<file path="src/verilog/pdp8_pkg.sv">
// shared PDP-8 console types, referenced by scoped name from every design module
`default_nettype none

package pdp8_pkg;

    // one PDP-8 word, data or address
    typedef logic [11:0] word_t;

    // major state of the console sequencer
    typedef enum logic [2:0] {
        halted,
        console_load,
        console_dep,
        console_exam,
        exam_wait,
        fetch,
        fetch_wait,
        execute
    } state_e;

    // ir[11:9] of an instruction
    typedef enum logic [2:0] {
        op_and,
        op_tad,
        op_isz,
        op_dca,
        op_jms,
        op_jmp,
        op_iot,
        op_opr
    } opcode_e;

    // one-cycle pulses from the panel
    typedef struct packed {
        logic clear;
        logic addr_load;
        logic dep;
        logic exam;
        logic cont;
    } panel_cmd_t;

    // sequencer to address unit pulses
    typedef struct packed {
        logic pc_from_sr;
        logic ma_from_pc;
        logic pc_inc;
        logic pc_jump;
        logic mem_we;
        logic mb_from_mem;
        logic mb_from_sr;
        logic mb_clear;
    } mem_ctl_t;

    // group 2 operate HLT
    localparam word_t HLT_WORD = 12'o7402;

endpackage

`default_nettype wire
</file>
<file path="src/verilog/major_state.sv">
// major-state sequencer, runs the console operations and the fetch/execute loop
`timescale 1ns/1ns
`default_nettype none

module major_state (
    input  wire                  clk100,
    input  wire                  arst_n,
    input  pdp8_pkg::panel_cmd_t cmd,
    input  wire                  halt_sw,
    input  wire                  single_step_sw,
    input  pdp8_pkg::word_t      rdata,
    output pdp8_pkg::mem_ctl_t   ctl,
    output pdp8_pkg::word_t      ir,
    output logic                 run,
    output pdp8_pkg::state_e     state
);

    pdp8_pkg::state_e  next_state;
    pdp8_pkg::opcode_e opcode;
    logic              stop;

    assign opcode = pdp8_pkg::opcode_e'(ir[11:9]);
    assign run    = (state == pdp8_pkg::fetch) || (state == pdp8_pkg::fetch_wait) ||
                    (state == pdp8_pkg::execute);

    // HLT or a panel switch ends the run after this instruction
    assign stop = (ir == pdp8_pkg::HLT_WORD) || halt_sw || single_step_sw;

    always_comb begin
        next_state = state;
        if (cmd.clear) begin
            next_state = pdp8_pkg::halted;
        end else begin
            case (state)
                pdp8_pkg::halted: begin
                    if (cmd.addr_load) begin
                        next_state = pdp8_pkg::console_load;
                    end else if (cmd.dep) begin
                        next_state = pdp8_pkg::console_dep;
                    end else if (cmd.exam) begin
                        next_state = pdp8_pkg::console_exam;
                    end else if (cmd.cont) begin
                        next_state = pdp8_pkg::fetch;
                    end
                end
                pdp8_pkg::console_exam: next_state = pdp8_pkg::exam_wait;
                pdp8_pkg::fetch:        next_state = pdp8_pkg::fetch_wait;
                pdp8_pkg::fetch_wait:   next_state = pdp8_pkg::execute;
                pdp8_pkg::execute: begin
                    next_state = stop ? pdp8_pkg::halted : pdp8_pkg::fetch;
                end
                default:                next_state = pdp8_pkg::halted;
            endcase
        end
    end

    // one pulse set per state
    always_comb begin
        ctl          = '0;
        ctl.mb_clear = cmd.clear;
        case (state)
            pdp8_pkg::console_load: ctl.pc_from_sr = 1'b1;
            pdp8_pkg::console_dep: begin
                ctl.mem_we     = 1'b1;
                ctl.mb_from_sr = 1'b1;
                ctl.pc_inc     = 1'b1;
            end
            pdp8_pkg::console_exam: ctl.ma_from_pc = 1'b1;
            pdp8_pkg::exam_wait: begin
                ctl.mb_from_mem = 1'b1;
                ctl.pc_inc      = 1'b1;
            end
            pdp8_pkg::fetch: ctl.ma_from_pc = 1'b1;
            pdp8_pkg::fetch_wait: begin
                ctl.mb_from_mem = 1'b1;
                ctl.pc_inc      = 1'b1;
            end
            pdp8_pkg::execute: ctl.pc_jump = (opcode == pdp8_pkg::op_jmp);
            default: ;
        endcase
    end

    always_ff @(posedge clk100 or negedge arst_n) begin
        if (!arst_n) begin
            state <= pdp8_pkg::halted;
            ir    <= '0;
        end else begin
            state <= next_state;
            if (cmd.clear) begin
                ir <= '0;
            end else if (state == pdp8_pkg::fetch_wait) begin
                ir <= rdata;
            end
        end
    end

    // memory is only written from the panel
    a_no_we_in_run : assert property (@(posedge clk100) disable iff (!arst_n)
        run |-> !ctl.mem_we);

    a_halt_needs_cmd : assert property (@(posedge clk100) disable iff (!arst_n)
        (state == pdp8_pkg::halted && cmd == '0) |=> state == pdp8_pkg::halted);

endmodule

`default_nettype wire

</file>
<file path="config.mk">
export PLATFORM = sky130hd
export DESIGN_NAME = major_state
export DESIGN_NICKNAME = d
export VERILOG_FILES = /design/src/verilog/pdp8_pkg.sv /design/src/verilog/major_state.sv
export SDC_FILE = /design/constraint.sdc
export NUM_CORES = 1
export LEC_CHECK = 0
export BUFFER_PORTS_ARGS = -buffer_cell sky130_fd_sc_hd__buf_2
export CAP_MARGIN = 25
export CORE_ASPECT_RATIO = 0.75
export CORE_MARGIN = 2
export CORE_UTILIZATION = 45
export DETAILED_ROUTE_END_ITERATION = 10
export GPL_TIMING_DRIVEN = 0
export PLACE_DENSITY = 0.82
export RECOVER_POWER = 50
export SETUP_SLACK_MARGIN = 0.2
export SLEW_MARGIN = 20
export SYNTH_ARGS = -nofsm -noshare
export SYNTH_HDL_FRONTEND = slang
export SYNTH_SLANG_ARGS = --single-unit
</file>
<file path="constraint.sdc">
create_clock -name clk100 -period 3.92 [get_ports clk100]
set_input_delay 0.196 -clock clk100 [delete_from_list [all_inputs] [get_ports clk100]]
set_output_delay 0.196 -clock clk100 [all_outputs]
set_load 0.05 [all_outputs]
</file>
---- Word level (Yosys, flattened, before mapping) ----
Cells that the tools add are included.
W data, S select, Z words.
word-level totals
  logic and storage cells ................. 36
  output and inout port bits .............. 24
  input bits .............................. 21
  bits in registers ....................... 15
operators by class
  reduce and logical (&&, ||, !) cells .... 9
  multiplexer cells ....................... 15
  equal/unequal tests ..................... 10
operator list
  kind                    count
  $mux W12                2
  $mux W3                 6
  $eq A3 B3 Y1 const B    5
  $pmux W3 S5             1
  $eq A12 B12 Y1 const B  1
  $eq A3 B2 Y1 const B    2
  $mux W1                 6
  $ne A6 B6 Y1 const B    1
  $logic_or A1 B1 Y1      4
  $reduce_or A2 Y1        2
  $eq A3 B1 Y1 const B    1
  $logic_not A3 Y1        1
  $reduce_or A3 Y1        1
  $reduce_bool A2 Y1      1

---- Depth between registers and ports, before layout ----
Gate-level depths: netlist (run 1).
  depth after elaboration ................. 6
  depth in mapped cells ................... 6
  gate-level depth less buffers ........... 4

---- Worst setup path after synthesis (run 1) ----
No wires, ideal clock.
  path type ............................... register -> output
  from .................................... register state[0]
  to ...................................... output ctl[3] (netlist name)
  stages on the path, launching flop included .. 4
  arrival ................................. 2.480 ns
  path slack .............................. 1.244 ns
  required time ........................... 3.724 ns
  cells stage by stage .................... dfrtp_1 clkbuf_1 nor3b_1 buf_4
RTL lines
  item                    line               source
  from (decl)             major_state.sv:15  output pdp8_pkg::state_e state
  from (signal assigned)  major_state.sv:85  state <= pdp8_pkg::halted;
  from (signal assigned)  major_state.sv:88  state <= next_state;
  to (decl)               major_state.sv:12  output pdp8_pkg::mem_ctl_t ctl,

==> out/qor.log, run 1 <==
INFO  outcome        run_status=completed
INFO  critical_path  rr_startpoint=state[1]
INFO  clock_tree     clkTransAtPathRegs=0.08ns
INFO  critical_path  cp.required=3.72ns
INFO  clock_tree     cts-root-buf=sky130_fd_sc_hd__clkbuf_4
INFO  sta            period_share=47.0%
INFO  synthesis      synth-seq-cells=15
INFO  synthesis      seq_area_frac_synth=48.2%
INFO  global_route   initial_antenna_violation_count=0
INFO  route          finalWirelength=2050um
INFO  place          place_congestion=0.802
INFO  synthesis      number_of_unique_standard_cell_types_used_by_synthesis=25
INFO  sta            slew_headroom=46.1%
INFO  clock_tree     worst_skew_pair.late_latency=0.28ns
INFO  sta            rsz0062_at_grt=false
INFO  min_path       worstHoldEndpoint=ir[3]
INFO  route          drt_iter0_markers=21
INFO  global_route   globalRouteOverflowTotal=0
INFO  min_path       hold_depth=2
INFO  floorplan      ios=45
INFO  finish         fillers=145
INFO  finish         multiInputGateArea=354um2
INFO  job            cap_viol_max_count=0
INFO  route          ant_nets=0
INFO  global_route   grt_pass1_wl=3310um
INFO  place          total_of_buffers_placed_on_input_and_output_ports=44
INFO  critical_path  reg2reg_setup_slack=2.33ns
INFO  finish         finalNetCount=165
INFO  critical_path  critical_path.cell_chain=clkbuf_1 -> nor3b_1 -> buf_4 -> buf_2
INFO  finish         finalInstanceArea=0.00104mm2
INFO  route          viasPerCell=5.13
INFO  clock_tree     cts_repair_resize_count=0
INFO  power          power_density=368mW/mm2
INFO  synthesis      syn-cell-area=778um2
INFO  synthesis      syn-mean-instance-area=8.28um2
INFO  power          worst_ir_drop_vdd=0.000255V
INFO  global_route   grt_max_degree=16
INFO  floorplan      initial_utilization=50.3%
INFO  sta            setup_total_negative_slack=0ns
INFO  min_path       worst_hold_path_type=input pin to flip-flop
INFO  critical_path  cpPeakStageDelay=0.45ns
INFO  power          leakagePower=0.508nW
INFO  place          place.detailed.hpwl=1610um
INFO  clock_tree     clk_path_buf_depth=2
INFO  place          placed_cell_area=0.00102mm2
INFO  critical_path  worst_path_max_delay_cell=sky130_fd_sc_hd__dfrtp_1
INFO  synthesis      cells_after_synthesis=94
INFO  route          firstDrtPassIters=4
INFO  sta            finalClockSkew=0.00558ns
INFO  floorplan      dieHeight=40.0um
INFO  sta            slew_viol_final=0
INFO  critical_path  worstSetupPathType=flip-flop to output port
INFO  global_route   first_global_vias=779
INFO  sta            final-hold-violation-count=0
INFO  floorplan      die_w=52.0um
INFO  floorplan      die_footprint=0.00208mm2
INFO  sta            highest_achievable_clock_rate=543MHz
INFO  clock_tree     h-tree-depth=1
INFO  clock_tree     tritoncts=built
INFO  critical_path  reg2reg_depth=5
INFO  finish         seq_area=375um2
INFO  sta            setup_viol=0
INFO  finish         layout-area-overhead-vs-synth=34.2%
INFO  critical_path  worstSetupStartpointType=flip-flop
INFO  route          vias=842
INFO  route          wl_per_cell=12.5um
INFO  clock_tree     tritoncts.num_buffers=3
INFO  finish         drive_gt1_share=29.4%
INFO  sta            post-route-min-period=1.84ns
INFO  synthesis      postSynthNetCount=115
INFO  floorplan      floorplan.rows=12
INFO  global_route   track_usage=23.0%
INFO  critical_path  timing.critical_path.to_type=output port
INFO  floorplan      design.core.area=0.00155mm2
INFO  min_path       holdCritStartpoint=cmd[4]
INFO  sta            tightestPinTransition=0.809ns
INFO  critical_path  worstPathMaxFanout=10
INFO  critical_path  worst_ep_arrival_time=1.64ns
INFO  critical_path  worstReg2RegEnd=state[2]
INFO  route          drc=0
INFO  clock_tree     clk_sink_count=15
INFO  finish         antenna_cells_inserted=0
INFO  synthesis      yosys_warnings=0
worst max-delay path by stage:
stage | from | end | slack (ns) | depth (start not counted)
5_1_grt | state[0] | ctl[3] | 1.97 | 4
6_report | state[0] | ctl[3] | 2.08 | 4
2_1_floorplan | state[0] | ctl[3] | 1.24 | 3
4_1_cts | state[0] | ctl[3] | 2.09 | 4
3_5_place_dp | ir[4] | state[2] | 2.36 | 3
3_3_place_gp | ir[4] | state[2] | 2.35 | 3
cell usage in the layout (no fill, tap or decap):
master / synthesis / final
sky130_fd_sc_hd__a21o_1: 1 / 1
sky130_fd_sc_hd__a21oi_1: 17 / 17
sky130_fd_sc_hd__a31oi_1: 1 / 1
sky130_fd_sc_hd__and2_1: 2 / 2
sky130_fd_sc_hd__buf_2: 3 / 34
sky130_fd_sc_hd__buf_4: 2 / 2
sky130_fd_sc_hd__clkbuf_1: 3 / 17
sky130_fd_sc_hd__clkbuf_4: 0 / 3
sky130_fd_sc_hd__dfrtp_1: 15 / 15
sky130_fd_sc_hd__dlygate4sd3_1: 0 / 1
sky130_fd_sc_hd__inv_1: 2 / 2
sky130_fd_sc_hd__nand2_1: 28 / 28
sky130_fd_sc_hd__nand3_1: 1 / 1
sky130_fd_sc_hd__nand3b_1: 1 / 1
sky130_fd_sc_hd__nor2_1: 5 / 5
sky130_fd_sc_hd__nor2b_1: 1 / 1
sky130_fd_sc_hd__nor3_1: 2 / 2
sky130_fd_sc_hd__nor3b_1: 1 / 1
sky130_fd_sc_hd__nor4_1: 1 / 1
sky130_fd_sc_hd__o211ai_1: 1 / 1
sky130_fd_sc_hd__o21a_1: 1 / 1
sky130_fd_sc_hd__o221ai_1: 1 / 1
sky130_fd_sc_hd__o41ai_2: 1 / 1
sky130_fd_sc_hd__or2_2: 1 / 1
sky130_fd_sc_hd__or4_1: 1 / 1
sky130_fd_sc_hd__or4b_4: 1 / 1
sky130_fd_sc_hd__xor2_1: 1 / 1
layout make-up:
class,instances,share of cell area [%]
Buffer,8,3.95
Inverter,2,0.719
Multi-Input combinational cell,69,33.9
Tap cell,21,2.51
Timing Repair Buffer,45,20.5
Sequential cell,15,35.9
Clock buffer,4,2.51
state kept, by name (all words and copies together), names as in the netlist:
name,count
ir,12
state,3
per-stage QoR:
step | std cells | power (mW) | utilization [%] | worst slack, ns | hold WS [ns]
3_3_place_gp | 159 | 0.298 | 66.3 | 2.35 | 0.108
6_report | 164 | 0.385 | 67.6 | 2.08 | 0.121
5_1_grt | 164 | 0.404 | 67.6 | 1.97 | 0.116
3_5_place_dp | 159 | 0.301 | 66.3 | 2.36 | 0.116
4_1_cts | 164 | 0.387 | 68.6 | 2.09 | 0.118
2_1_floorplan | 94 | 0.264 | - | 1.24 | -0.0996
logic make-up after synthesis:
family / Yosys count / share of synthesized area, %
compound gates: 23 / 17.8
xor+xnor: 1 / 1.13
flops: 15 / 48.2
simple gates: 45 / 26.5
buf+inv: 10 / 6.27
report_power, final:
part           switching, mW  internal [mW]
registers            0.00580          0.160
clock network         0.0467         0.0395
logic                 0.0965         0.0361
per-layer routing:
metal	GRT usage (%)	part of all wire (%)	routed length, um	vias to the layer above
met4	9.87	2.0	41	0
met2	42.1	48	992	31
met5	0	0	0	-
met3	7.84	6.0	123	6
li1	-	-	-	420
met1	25.1	43	889	385
synth_stat cells:
library cell               number  area (um2)
sky130_fd_sc_hd__nand3b_1       1        7.51
sky130_fd_sc_hd__nor3_1         2        10.0
sky130_fd_sc_hd__o211ai_1       1        7.51
sky130_fd_sc_hd__clkbuf_1       3        11.3
sky130_fd_sc_hd__nand2_1       28         105
sky130_fd_sc_hd__a21o_1         1        7.51
sky130_fd_sc_hd__xor2_1         1        8.76
sky130_fd_sc_hd__buf_4          2        15.0
sky130_fd_sc_hd__a31oi_1        1        6.26
sky130_fd_sc_hd__nor3b_1        1        7.51
sky130_fd_sc_hd__and2_1         2        12.5
sky130_fd_sc_hd__nand3_1        1        5.00
sky130_fd_sc_hd__o21a_1         1        7.51
sky130_fd_sc_hd__buf_2          3        15.0
sky130_fd_sc_hd__or4b_4         1        13.8
sky130_fd_sc_hd__nor2_1         5        18.8
sky130_fd_sc_hd__o221ai_1       1        8.76
sky130_fd_sc_hd__or4_1          1        7.51
sky130_fd_sc_hd__a21oi_1       17        85.1
sky130_fd_sc_hd__or2_2          1        6.26
sky130_fd_sc_hd__inv_1          2        7.51
sky130_fd_sc_hd__dfrtp_1       15         375
sky130_fd_sc_hd__nor2b_1        1        6.26
sky130_fd_sc_hd__o41ai_2        1        16.3
sky130_fd_sc_hd__nor4_1         1        6.26
what timing repair did:
item                                   in CTS  in global routing
hold buffers                                1                  0
endpoints found under the hold margin      15                  0
setup buffers                               0                  0
worst max-delay path: cells and delay by family, from the launching register on:
| kind | cells | cell delay [ns] |
|---|---|---|
| buffers and inverters | 3 | 0.62 |
| flip-flops | 1 | 0.45 |
| AND/OR/NAND/NOR | 1 | 0.28 |
(Power assumes the default switching activity.)
==> inputs of run 2 (changes only) <==
--- a/config.mk
+++ b/config.mk
@@ -5,14 +5,15 @@
 export SDC_FILE = /design/constraint.sdc
 export NUM_CORES = 1
 export LEC_CHECK = 0
+export ABC_AREA = 1
 export BUFFER_PORTS_ARGS = -buffer_cell sky130_fd_sc_hd__buf_2
 export CAP_MARGIN = 25
 export CORE_ASPECT_RATIO = 0.75
 export CORE_MARGIN = 2
-export CORE_UTILIZATION = 45
+export CORE_UTILIZATION = 44
 export DETAILED_ROUTE_END_ITERATION = 10
 export GPL_TIMING_DRIVEN = 0
-export PLACE_DENSITY = 0.82
+export PLACE_DENSITY = 0.78
 export RECOVER_POWER = 50
 export SETUP_SLACK_MARGIN = 0.2
 export SLEW_MARGIN = 20
==> constraint.sdc (replaced) <==
create_clock -name clk100 -period 1.81 [get_ports clk100]
set_input_delay 0.0905 -clock clk100 [delete_from_list [all_inputs] [get_ports clk100]]
set_output_delay 0.0905 -clock clk100 [all_outputs]
set_load 0.05 [all_outputs]
==> run 2 against run 1 <==
  * Cell count is 10% higher
  * Synthesized area rose by 10%
  * Highest routed layer unchanged
  * Cell area up 10%
  * Core utilization shrank 3.2 points
  * Total power increased by 130%
  * Via count is 3.7% higher
  * Global-route usage shrank 3.8 points
  * Largest cell class is now multi-input gates
==> out/qor.log, run 2 <==
INFO  outcome        run_status=completed
INFO  place          dpl_cells=175 [+10%]
INFO  clock_tree     post_cts_buffers=0 [unchanged]
INFO  route          firstDrtPassIters=4 [unchanged]
INFO  place          place.detailed.hpwl=1610um [about the same]
INFO  sta            final-hold-violation-count=0 [unchanged]
INFO  route          ant_nets=0 [unchanged]
INFO  synthesis      synth_largest_area_cell=sky130_fd_sc_hd__dfrtp_1
INFO  synthesis      yosys.area_share.adder=0% [unchanged]
INFO  floorplan      design.core.area=0.00179mm2 [+16%]
INFO  finish         fillers=179 [+23%]
INFO  floorplan      ios=45 [unchanged]
INFO  finish         largest_register_ff_count=12 [unchanged]
INFO  route          drc=0 [unchanged]
INFO  sta            slew_viol_final=0 [unchanged]
INFO  synthesis      synth_area_in_xor_xnor=0% [-1.1 points]
INFO  global_route   first_global_vias=777 [-0.26%]
INFO  synthesis      yosys_warnings=0 [unchanged]
INFO  synthesis      synth_commonest_cells=sky130_fd_sc_hd__nand3_1, sky130_fd_sc_hd__inv_1, sky130_fd_sc_hd__dfrtp_1
INFO  min_path       worst_hold_path_type=input pin to flip-flop
INFO  sta            rsz0062_at_grt=false
INFO  sta            period_share=81.4%
INFO  power          intPower=0.527mW [+120%]
INFO  synthesis      synth-main-ff-cell=sky130_fd_sc_hd__dfrtp_1
INFO  sta            slew_headroom=46.3% [+0.24 points]
INFO  finish         commonest_non_fill_non_tap_cell_in_the_layout=sky130_fd_sc_hd__buf_2
INFO  finish         drive_gt1_share=38.4% [+9.0 points]
INFO  critical_path  worstSetupStartpointType=flip-flop
INFO  finish         layout-area-overhead-vs-synth=34.1% [about the same]
INFO  global_route   grt_pass1_wl=3220um [-2.5%]
INFO  synthesis      synth-compound-area-share=10.6% [-7.2 points]
INFO  route          wl_per_cell=10.8um [-13%]
INFO  route          vias=873 [+3.7%]
INFO  critical_path  worst_ep_arrival_time=1.38ns [-0.26 ns]
INFO  global_route   grt_max_degree=16 [unchanged]
INFO  synthesis      postSynthNetCount=130 [+13%]
INFO  sta            highest_achievable_clock_rate=679MHz
INFO  floorplan      die_footprint=0.00232mm2 [+12%]
INFO  synthesis      syn-mean-instance-area=7.87um2 [-4.9%]
INFO  finish         finalNetCount=181 [+9.7%]
INFO  critical_path  cp.required=1.72ns [-2.00 ns]
INFO  power          comb_power_share=35.4% [+0.9 points]
INFO  floorplan      die_w=55um [+5.7%]
INFO  job            cap_viol_max_count=0 [unchanged]
INFO  synthesis      synth-seq-cells=15 [unchanged]
INFO  synthesis      seq_area_frac_synth=43.7% [-4.5 points]
INFO  power          leakagePower=0.620nW [+22%]
INFO  global_route   track_usage=19.3% [-3.8 points]
INFO  route          drt_iter0_markers=16 [-24%]
INFO  clock_tree     clkTransAtPathRegs=0.09ns [about the same]
INFO  finish         multiInputGateArea=392um2 [+11%]
INFO  critical_path  worstPathMaxFanout=10 [unchanged]
INFO  critical_path  timing.critical_path.to_type=output port
INFO  synthesis      synth_top_cells_by_area=sky130_fd_sc_hd__dfrtp_1, sky130_fd_sc_hd__nand3_1, sky130_fd_sc_hd__inv_1
INFO  global_route   initial_antenna_violation_count=0 [unchanged]
INFO  clock_tree     tritoncts=built
INFO  route          finalWirelength=1960um [-4.4%]
INFO  sta            fin_worst_hold_slack=0.0327ns [-0.0882 ns]
INFO  sta            setup_total_negative_slack=0ns [unchanged]
INFO  floorplan      dieHeight=42.3um [+5.6%]
INFO  finish         layout.cells.non_filler=181 [+10%]
INFO  sta            setup_viol=0 [unchanged]
INFO  clock_tree     clk_path_buf_depth=2 [unchanged]
INFO  synthesis      dominant_cell_by_count_in_the_synthesized_netlist=sky130_fd_sc_hd__nand3_1
INFO  clock_tree     tritoncts.num_buffers=3 [unchanged]
INFO  power          psw=0.366mW [+150%]
INFO  synthesis      synth_top_family_by_area=simple AND/OR/NAND/NOR gates
INFO  synthesis      number_of_unique_standard_cell_types_used_by_synthesis=20 [-20%]
INFO  power          power_density=775mW/mm2 [+110%]
INFO  power          share_seq_of_total_power=42.8% [-0.3 points]
INFO  finish         mostFrequentLayoutCells=sky130_fd_sc_hd__buf_2, sky130_fd_sc_hd__nand3_1, sky130_fd_sc_hd__inv_1
INFO  place          total_of_buffers_placed_on_input_and_output_ports=44 [unchanged]
INFO  clock_tree     h-tree-depth=1 [unchanged]
INFO  clock_tree     cts-root-buf=sky130_fd_sc_hd__clkbuf_4
INFO  power          netSwitchingFraction=41.0% [+2.2 points]
INFO  synthesis      synthSimpleGateAreaFrac=33.7% [+7.1 points]
INFO  critical_path  worstSetupPathType=flip-flop to output port
INFO  sta            tightestPinTransition=0.805ns [-0.00354 ns]
INFO  synthesis      yosys.area.top_type_share=43.7% [-4.5 points]
INFO  finish         seq_area=379um2 [+1.0%]
INFO  power          clock_power_share=21.8% [-0.6 points]
INFO  clock_tree     worst_skew_pair.late_latency=0.29ns [about the same]
INFO  route          viasPerCell=4.82 [-6.1%]
INFO  synthesis      synth-edff-count=0 [unchanged]
INFO  power          worst_ir_drop_vdd=0.000477V [+87%]
INFO  sta            post-route-min-period=1.47ns
INFO  finish         final_core_util=64.3% [-3.2 points]
INFO  sta            finalClockSkew=0.00300ns [-0.00258 ns]
INFO  floorplan      floorplan.rows=13 [+1]
INFO  finish         reg_top3=ir (12), state (3)
INFO  synthesis      synth-async-reset-ratio=100% [unchanged]
INFO  finish         antenna_cells_inserted=0 [unchanged]
INFO  synthesis      multiplexer_area_fraction_after_synthesis=0% [unchanged]
INFO  synthesis      cells_after_synthesis=109 [+16%]
INFO  place          place_congestion=0.746 [-7.0%]
INFO  floorplan      initial_utilization=48.0% [-2.4 points]
INFO  global_route   globalRouteOverflowTotal=0 [unchanged]
INFO  synthesis      syn-cell-area=858um2 [+10%]
INFO  finish         reg_with_most_ffs=ir
INFO  clock_tree     clk_sink_count=15 [unchanged]
-- run 2: cell types whose count changed in the layout (fill, tap and decap cells not counted), moves of 4 or more --
cell	before	now
sky130_fd_sc_hd__a21oi_1	17	1
sky130_fd_sc_hd__inv_1	2	16
sky130_fd_sc_hd__nand2_1	28	13
sky130_fd_sc_hd__nand3_1	1	17
sky130_fd_sc_hd__nor2_1	5	10
sky130_fd_sc_hd__o21ai_1	0	11
sky130_fd_sc_hd__o21ai_2	0	4
-- run 2: timing repair --
| action | in CTS | in global routing |
|---|---|---|
| hold endpoints to repair | 16 | 0 |
| gates resized for setup | 0 | 0 |
| hold buffers | 2 | 0 |
-- run 2: final cells by class --
class	instances	area share, %
buffer	4	2.72
timing repair buffer	46	19.5
sequential	15	32.9
inverter	19	6.20
multi-input combinational	71	34.0
clock buffer	4	2.28
tap	22	2.39
-- run 2: worst paths after layout --
check                      startpoint        to  slack (ns)  cells after the start
setup / recovery             state[2]    ctl[6]        0.34                      4
hold / removal              rdata[10]    ir[10]        0.03                      3
setup reg to reg             state[0]  state[0]        0.55                      6
hold reg to reg                 ir[4]     ir[4]        0.55                      2
max in group asynchronous      arst_n  state[0]        0.86                      2
min in group asynchronous      arst_n     ir[0]        0.40                      2
-- run 2: through the flow --
stage                     cell area [um2]  setup slack (ns)  total power [mW]
after floorplan                       873             0.234             0.624
after global placement               1120             0.591             0.702
after detailed placement             1120             0.551             0.709
after CTS                            1170             0.322             0.903
after global routing                 1150             0.258             0.946
final                                1150             0.336             0.893
-- run 2: routing by layer --
layer | part of all wire, % | wire length (um) | GRT usage, %
met1 | 45 | 873 | 24.0
met2 | 48 | 931 | 30.7
met3 | 6.8 | 132 | 6.79
met4 | 0.92 | 18 | 5.85
met5 | 0 | 0 | 0
-- run 2: kinds of logic after synthesis --
group	count (synthesis)
buffers and inverters	23
and+or+nand+nor	55
AOI/OAI and AO/OA	16
DFF	15
-- run 2: worst max-delay path, cell delays in order (launching register included) --
cell	delay [ns]
sky130_fd_sc_hd__dfrtp_2	0.45
sky130_fd_sc_hd__inv_2	0.18
sky130_fd_sc_hd__nand3_1	0.11
sky130_fd_sc_hd__o21ai_2	0.08
sky130_fd_sc_hd__buf_2	0.28
-- run 2: power by group through the flow --
stage,combinational [mW],clock [mW],sequential [mW]
global route,0.345,0.215,0.386
detailed placement,0.320,0,0.388
CTS,0.324,0.198,0.381
global placement,0.316,0,0.387
floorplan,0.166,0,0.458
finish,0.316,0.195,0.382
==> inputs of run 3 (changes only) <==
==> constraint.sdc (replaced) <==
create_clock -name clk100 -period 1.4 [get_ports clk100]
set_input_delay 0.07 -clock clk100 [delete_from_list [all_inputs] [get_ports clk100]]
set_output_delay 0.07 -clock clk100 [all_outputs]
set_load 0.05 [all_outputs]
==> run 3 against run 2 <==
  * Global-route usage is 2.3 points higher
  * Sequential power is 30% higher
  * Total power is 47% higher
  * Critical path type unchanged
  * Cell count is 5.5% higher
  * Largest power group is now combinational logic
  * First-iteration DRC count is 75% higher
  * Critical path depth is 1 lower
  * Setup slack worse by 0.30 ns
  * Clock power is 27% higher
==> out/qor.log, run 3 (same netlist as run 2, synthesis figures left out) <==
INFO  clock_tree     clk_sink_count=15 [unchanged]
INFO  finish         mostFrequentLayoutCells=sky130_fd_sc_hd__buf_2, sky130_fd_sc_hd__inv_1, sky130_fd_sc_hd__nand2_1, sky130_fd_sc_hd__clkbuf_1, sky130_fd_sc_hd__dfrtp_1
INFO  finish         layout.cells.non_filler=191 [+5.5%]
INFO  critical_path  rr_startpoint=state[0]
INFO  critical_path  cpPeakStageDelay=0.49ns [+0.04 ns]
INFO  finish         antenna_cells_inserted=0 [unchanged]
INFO  sta            period_share=97.6%
INFO  place          place_congestion=0.750 [+0.63%]
INFO  min_path       holdCritStartpoint=rdata[8]
INFO  sta            finalClockSkew=0.00466ns [+0.00166 ns]
INFO  critical_path  worst_path_max_delay_cell=sky130_fd_sc_hd__dfrtp_2
INFO  finish         layout-area-overhead-vs-synth=69.8%
INFO  power          power_density=902mW/mm2 [+16%]
INFO  route          ant_nets=0 [unchanged]
INFO  finish         fillers=114 [-36%]
INFO  finish         drive_gt1_share=53.8% [+15 points]
INFO  finish         reg_top3=ir (12), state (3)
INFO  critical_path  critical_path.cell_chain=buf_12 -> o21ai_2 -> buf_6
INFO  floorplan      dieHeight=42.3um [unchanged]
INFO  sta            final-hold-violation-count=0 [unchanged]
INFO  power          worst_ir_drop_vdd=0.000749V [+57%]
INFO  global_route   initial_antenna_violation_count=0 [unchanged]
INFO  floorplan      floorplan.rows=13 [unchanged]
INFO  min_path       worst_hold_path_type=input pin to flip-flop
INFO  finish         finalNetCount=191 [+5.5%]
INFO  place          preCtsSetupSlack=0.182ns [-0.369 ns]
INFO  route          drt_iter0_markers=28 [+12]
INFO  sta            post-route-min-period=1.37ns
INFO  finish         reg_with_most_ffs=ir
INFO  global_route   grt_max_degree=16 [unchanged]
INFO  sta            setup_viol=0 [unchanged]
INFO  finish         largest_register_ff_count=12 [unchanged]
INFO  sta            rsz0062_at_grt=true
INFO  job            cap_viol_max_count=0 [unchanged]
INFO  power          totalPowerFinal=1.32mW [+47%]
INFO  clock_tree     clk_path_buf_depth=2 [unchanged]
INFO  floorplan      ios=45 [unchanged]
INFO  route          viasPerCell=4.94 [+2.5%]
INFO  floorplan      die_w=55um [unchanged]
INFO  floorplan      die_footprint=0.00232mm2 [unchanged]
INFO  finish         final_core_util=81.5% [+17 points]
INFO  critical_path  timing.critical_path.to_type=output port
INFO  sta            slew_headroom=47.3% [+1.0 points]
INFO  place          dpl_cells=175 [unchanged]
INFO  clock_tree     cts-root-buf=sky130_fd_sc_hd__clkbuf_4
INFO  finish         commonest_non_fill_non_tap_cell_in_the_layout=sky130_fd_sc_hd__buf_2
INFO  place          placed_cell_area=0.00112mm2 [+0.22%]
INFO  critical_path  cp.required=1.33ns [-0.39 ns]
INFO  clock_tree     tritoncts=built
INFO  sta            post-route-worst-setup-slack=0.0339ns [-0.302 ns]
INFO  place          total_of_buffers_placed_on_input_and_output_ports=44 [unchanged]
INFO  route          finalWirelength=2620um [+34%]
INFO  place          place.detailed.hpwl=1550um [-3.4%]
INFO  global_route   globalRouteOverflowTotal=0 [unchanged]
INFO  outcome        run_status=completed
INFO  critical_path  worstSetupPathType=flip-flop to output port
INFO  floorplan      design.core.area=0.00179mm2 [unchanged]
INFO  sta            slew_viol_final=0 [unchanged]
INFO  clock_tree     clkTransAtPathRegs=0.09ns [about the same]
INFO  global_route   grt_pass1_wl=3610um [+12%]
INFO  critical_path  crit_path_start=state[0]
INFO  clock_tree     tritoncts.num_buffers=3 [unchanged]
INFO  sta            fin_worst_hold_slack=0.00926ns [-0.0235 ns]
INFO  route          vias=944 [+8.1%]
INFO  critical_path  worstSetupStartpointType=flip-flop
INFO  sta            tightestPinTransition=0.790ns [-0.0154 ns]
INFO  power          leakagePower=0.723nW [+17%]
INFO  sta            setup_total_negative_slack=0ns [unchanged]
INFO  route          firstDrtPassIters=4 [unchanged]
INFO  clock_tree     worst_skew_pair.late_latency=0.29ns [about the same]
INFO  critical_path  worstPathMaxFanout=5 [-5]
INFO  critical_path  worst_ep_arrival_time=1.30ns [-0.08 ns]
INFO  route          wl_per_cell=13.7um [+27%]
INFO  sta            highest_achievable_clock_rate=732MHz
INFO  route          drc=0 [unchanged]
INFO  global_route   track_usage=21.5% [+2.3 points]
INFO  floorplan      initial_utilization=48.0% [unchanged]
INFO  finish         finalInstanceArea=0.00146mm2 [+27%]
INFO  clock_tree     h-tree-depth=1 [unchanged]
INFO  global_route   first_global_vias=850 [+9.4%]
==> run 3: cell count changes in the layout (fill, tap and decap cells not counted), sizes merged <==
cell,previous run,this run
buf,35,45
==> run 3: where the power goes <==
group | internal (mW) | switching [mW] | total [mW]
clock | 0.111 | 0.137 | 0.248
combinational | 0.199 | 0.371 | 0.570
sequential | 0.461 | 0.0367 | 0.497
==> run 3: layout make-up <==
type                            count  area (um2)  area share (%)
Multi-Input combinational cell     71         507            34.8
Inverter                           19        76.3            5.24
Tap cell                           22        27.5            1.89
Sequential cell                    15         379            26.0
Buffer                              4        38.8            2.66
Timing Repair Buffer               56         403            27.6
Clock buffer                        4        26.3            1.80
==> run 3: timing repair <==
item,4_1_cts,5_1_grt
setup endpoints to repair,17,23
pin swaps,1,8
hold buffers,2,0
cloned,0,1
endpoints found under the hold margin,16,0
buffers inserted,5,4
resized for setup,20,32
==> run 3: final timing paths <==
check	end	slack (ns)	depth (start not counted)
min in group asynchronous	ir[4]	0.37	2
hold / removal	ir[8]	0.009	3
setup reg to reg	ir[0]	0.08	7
setup / recovery	ctl[5]	0.03	3
hold reg to reg	ir[3]	0.56	2
max in group asynchronous	state[0]	0.49	2
==> run 3: per-layer routing <==
layer | global-route usage [%] | up-vias | wire (um)
met5 | 0 | - | 0
met4 | 4.39 | 0 | 11
met3 | 7.50 | 2 | 127
met2 | 36.9 | 27 | 1250
met1 | 25.5 | 446 | 1240
li1 | - | 469 | -
==> run 3: critical path, delay by kind of cell (launching register included) <==
family	cells	cell delay, ns
buffers and inverters	2	0.34
DFF	1	0.49
AOI/OAI and AO/OA	1	0.17
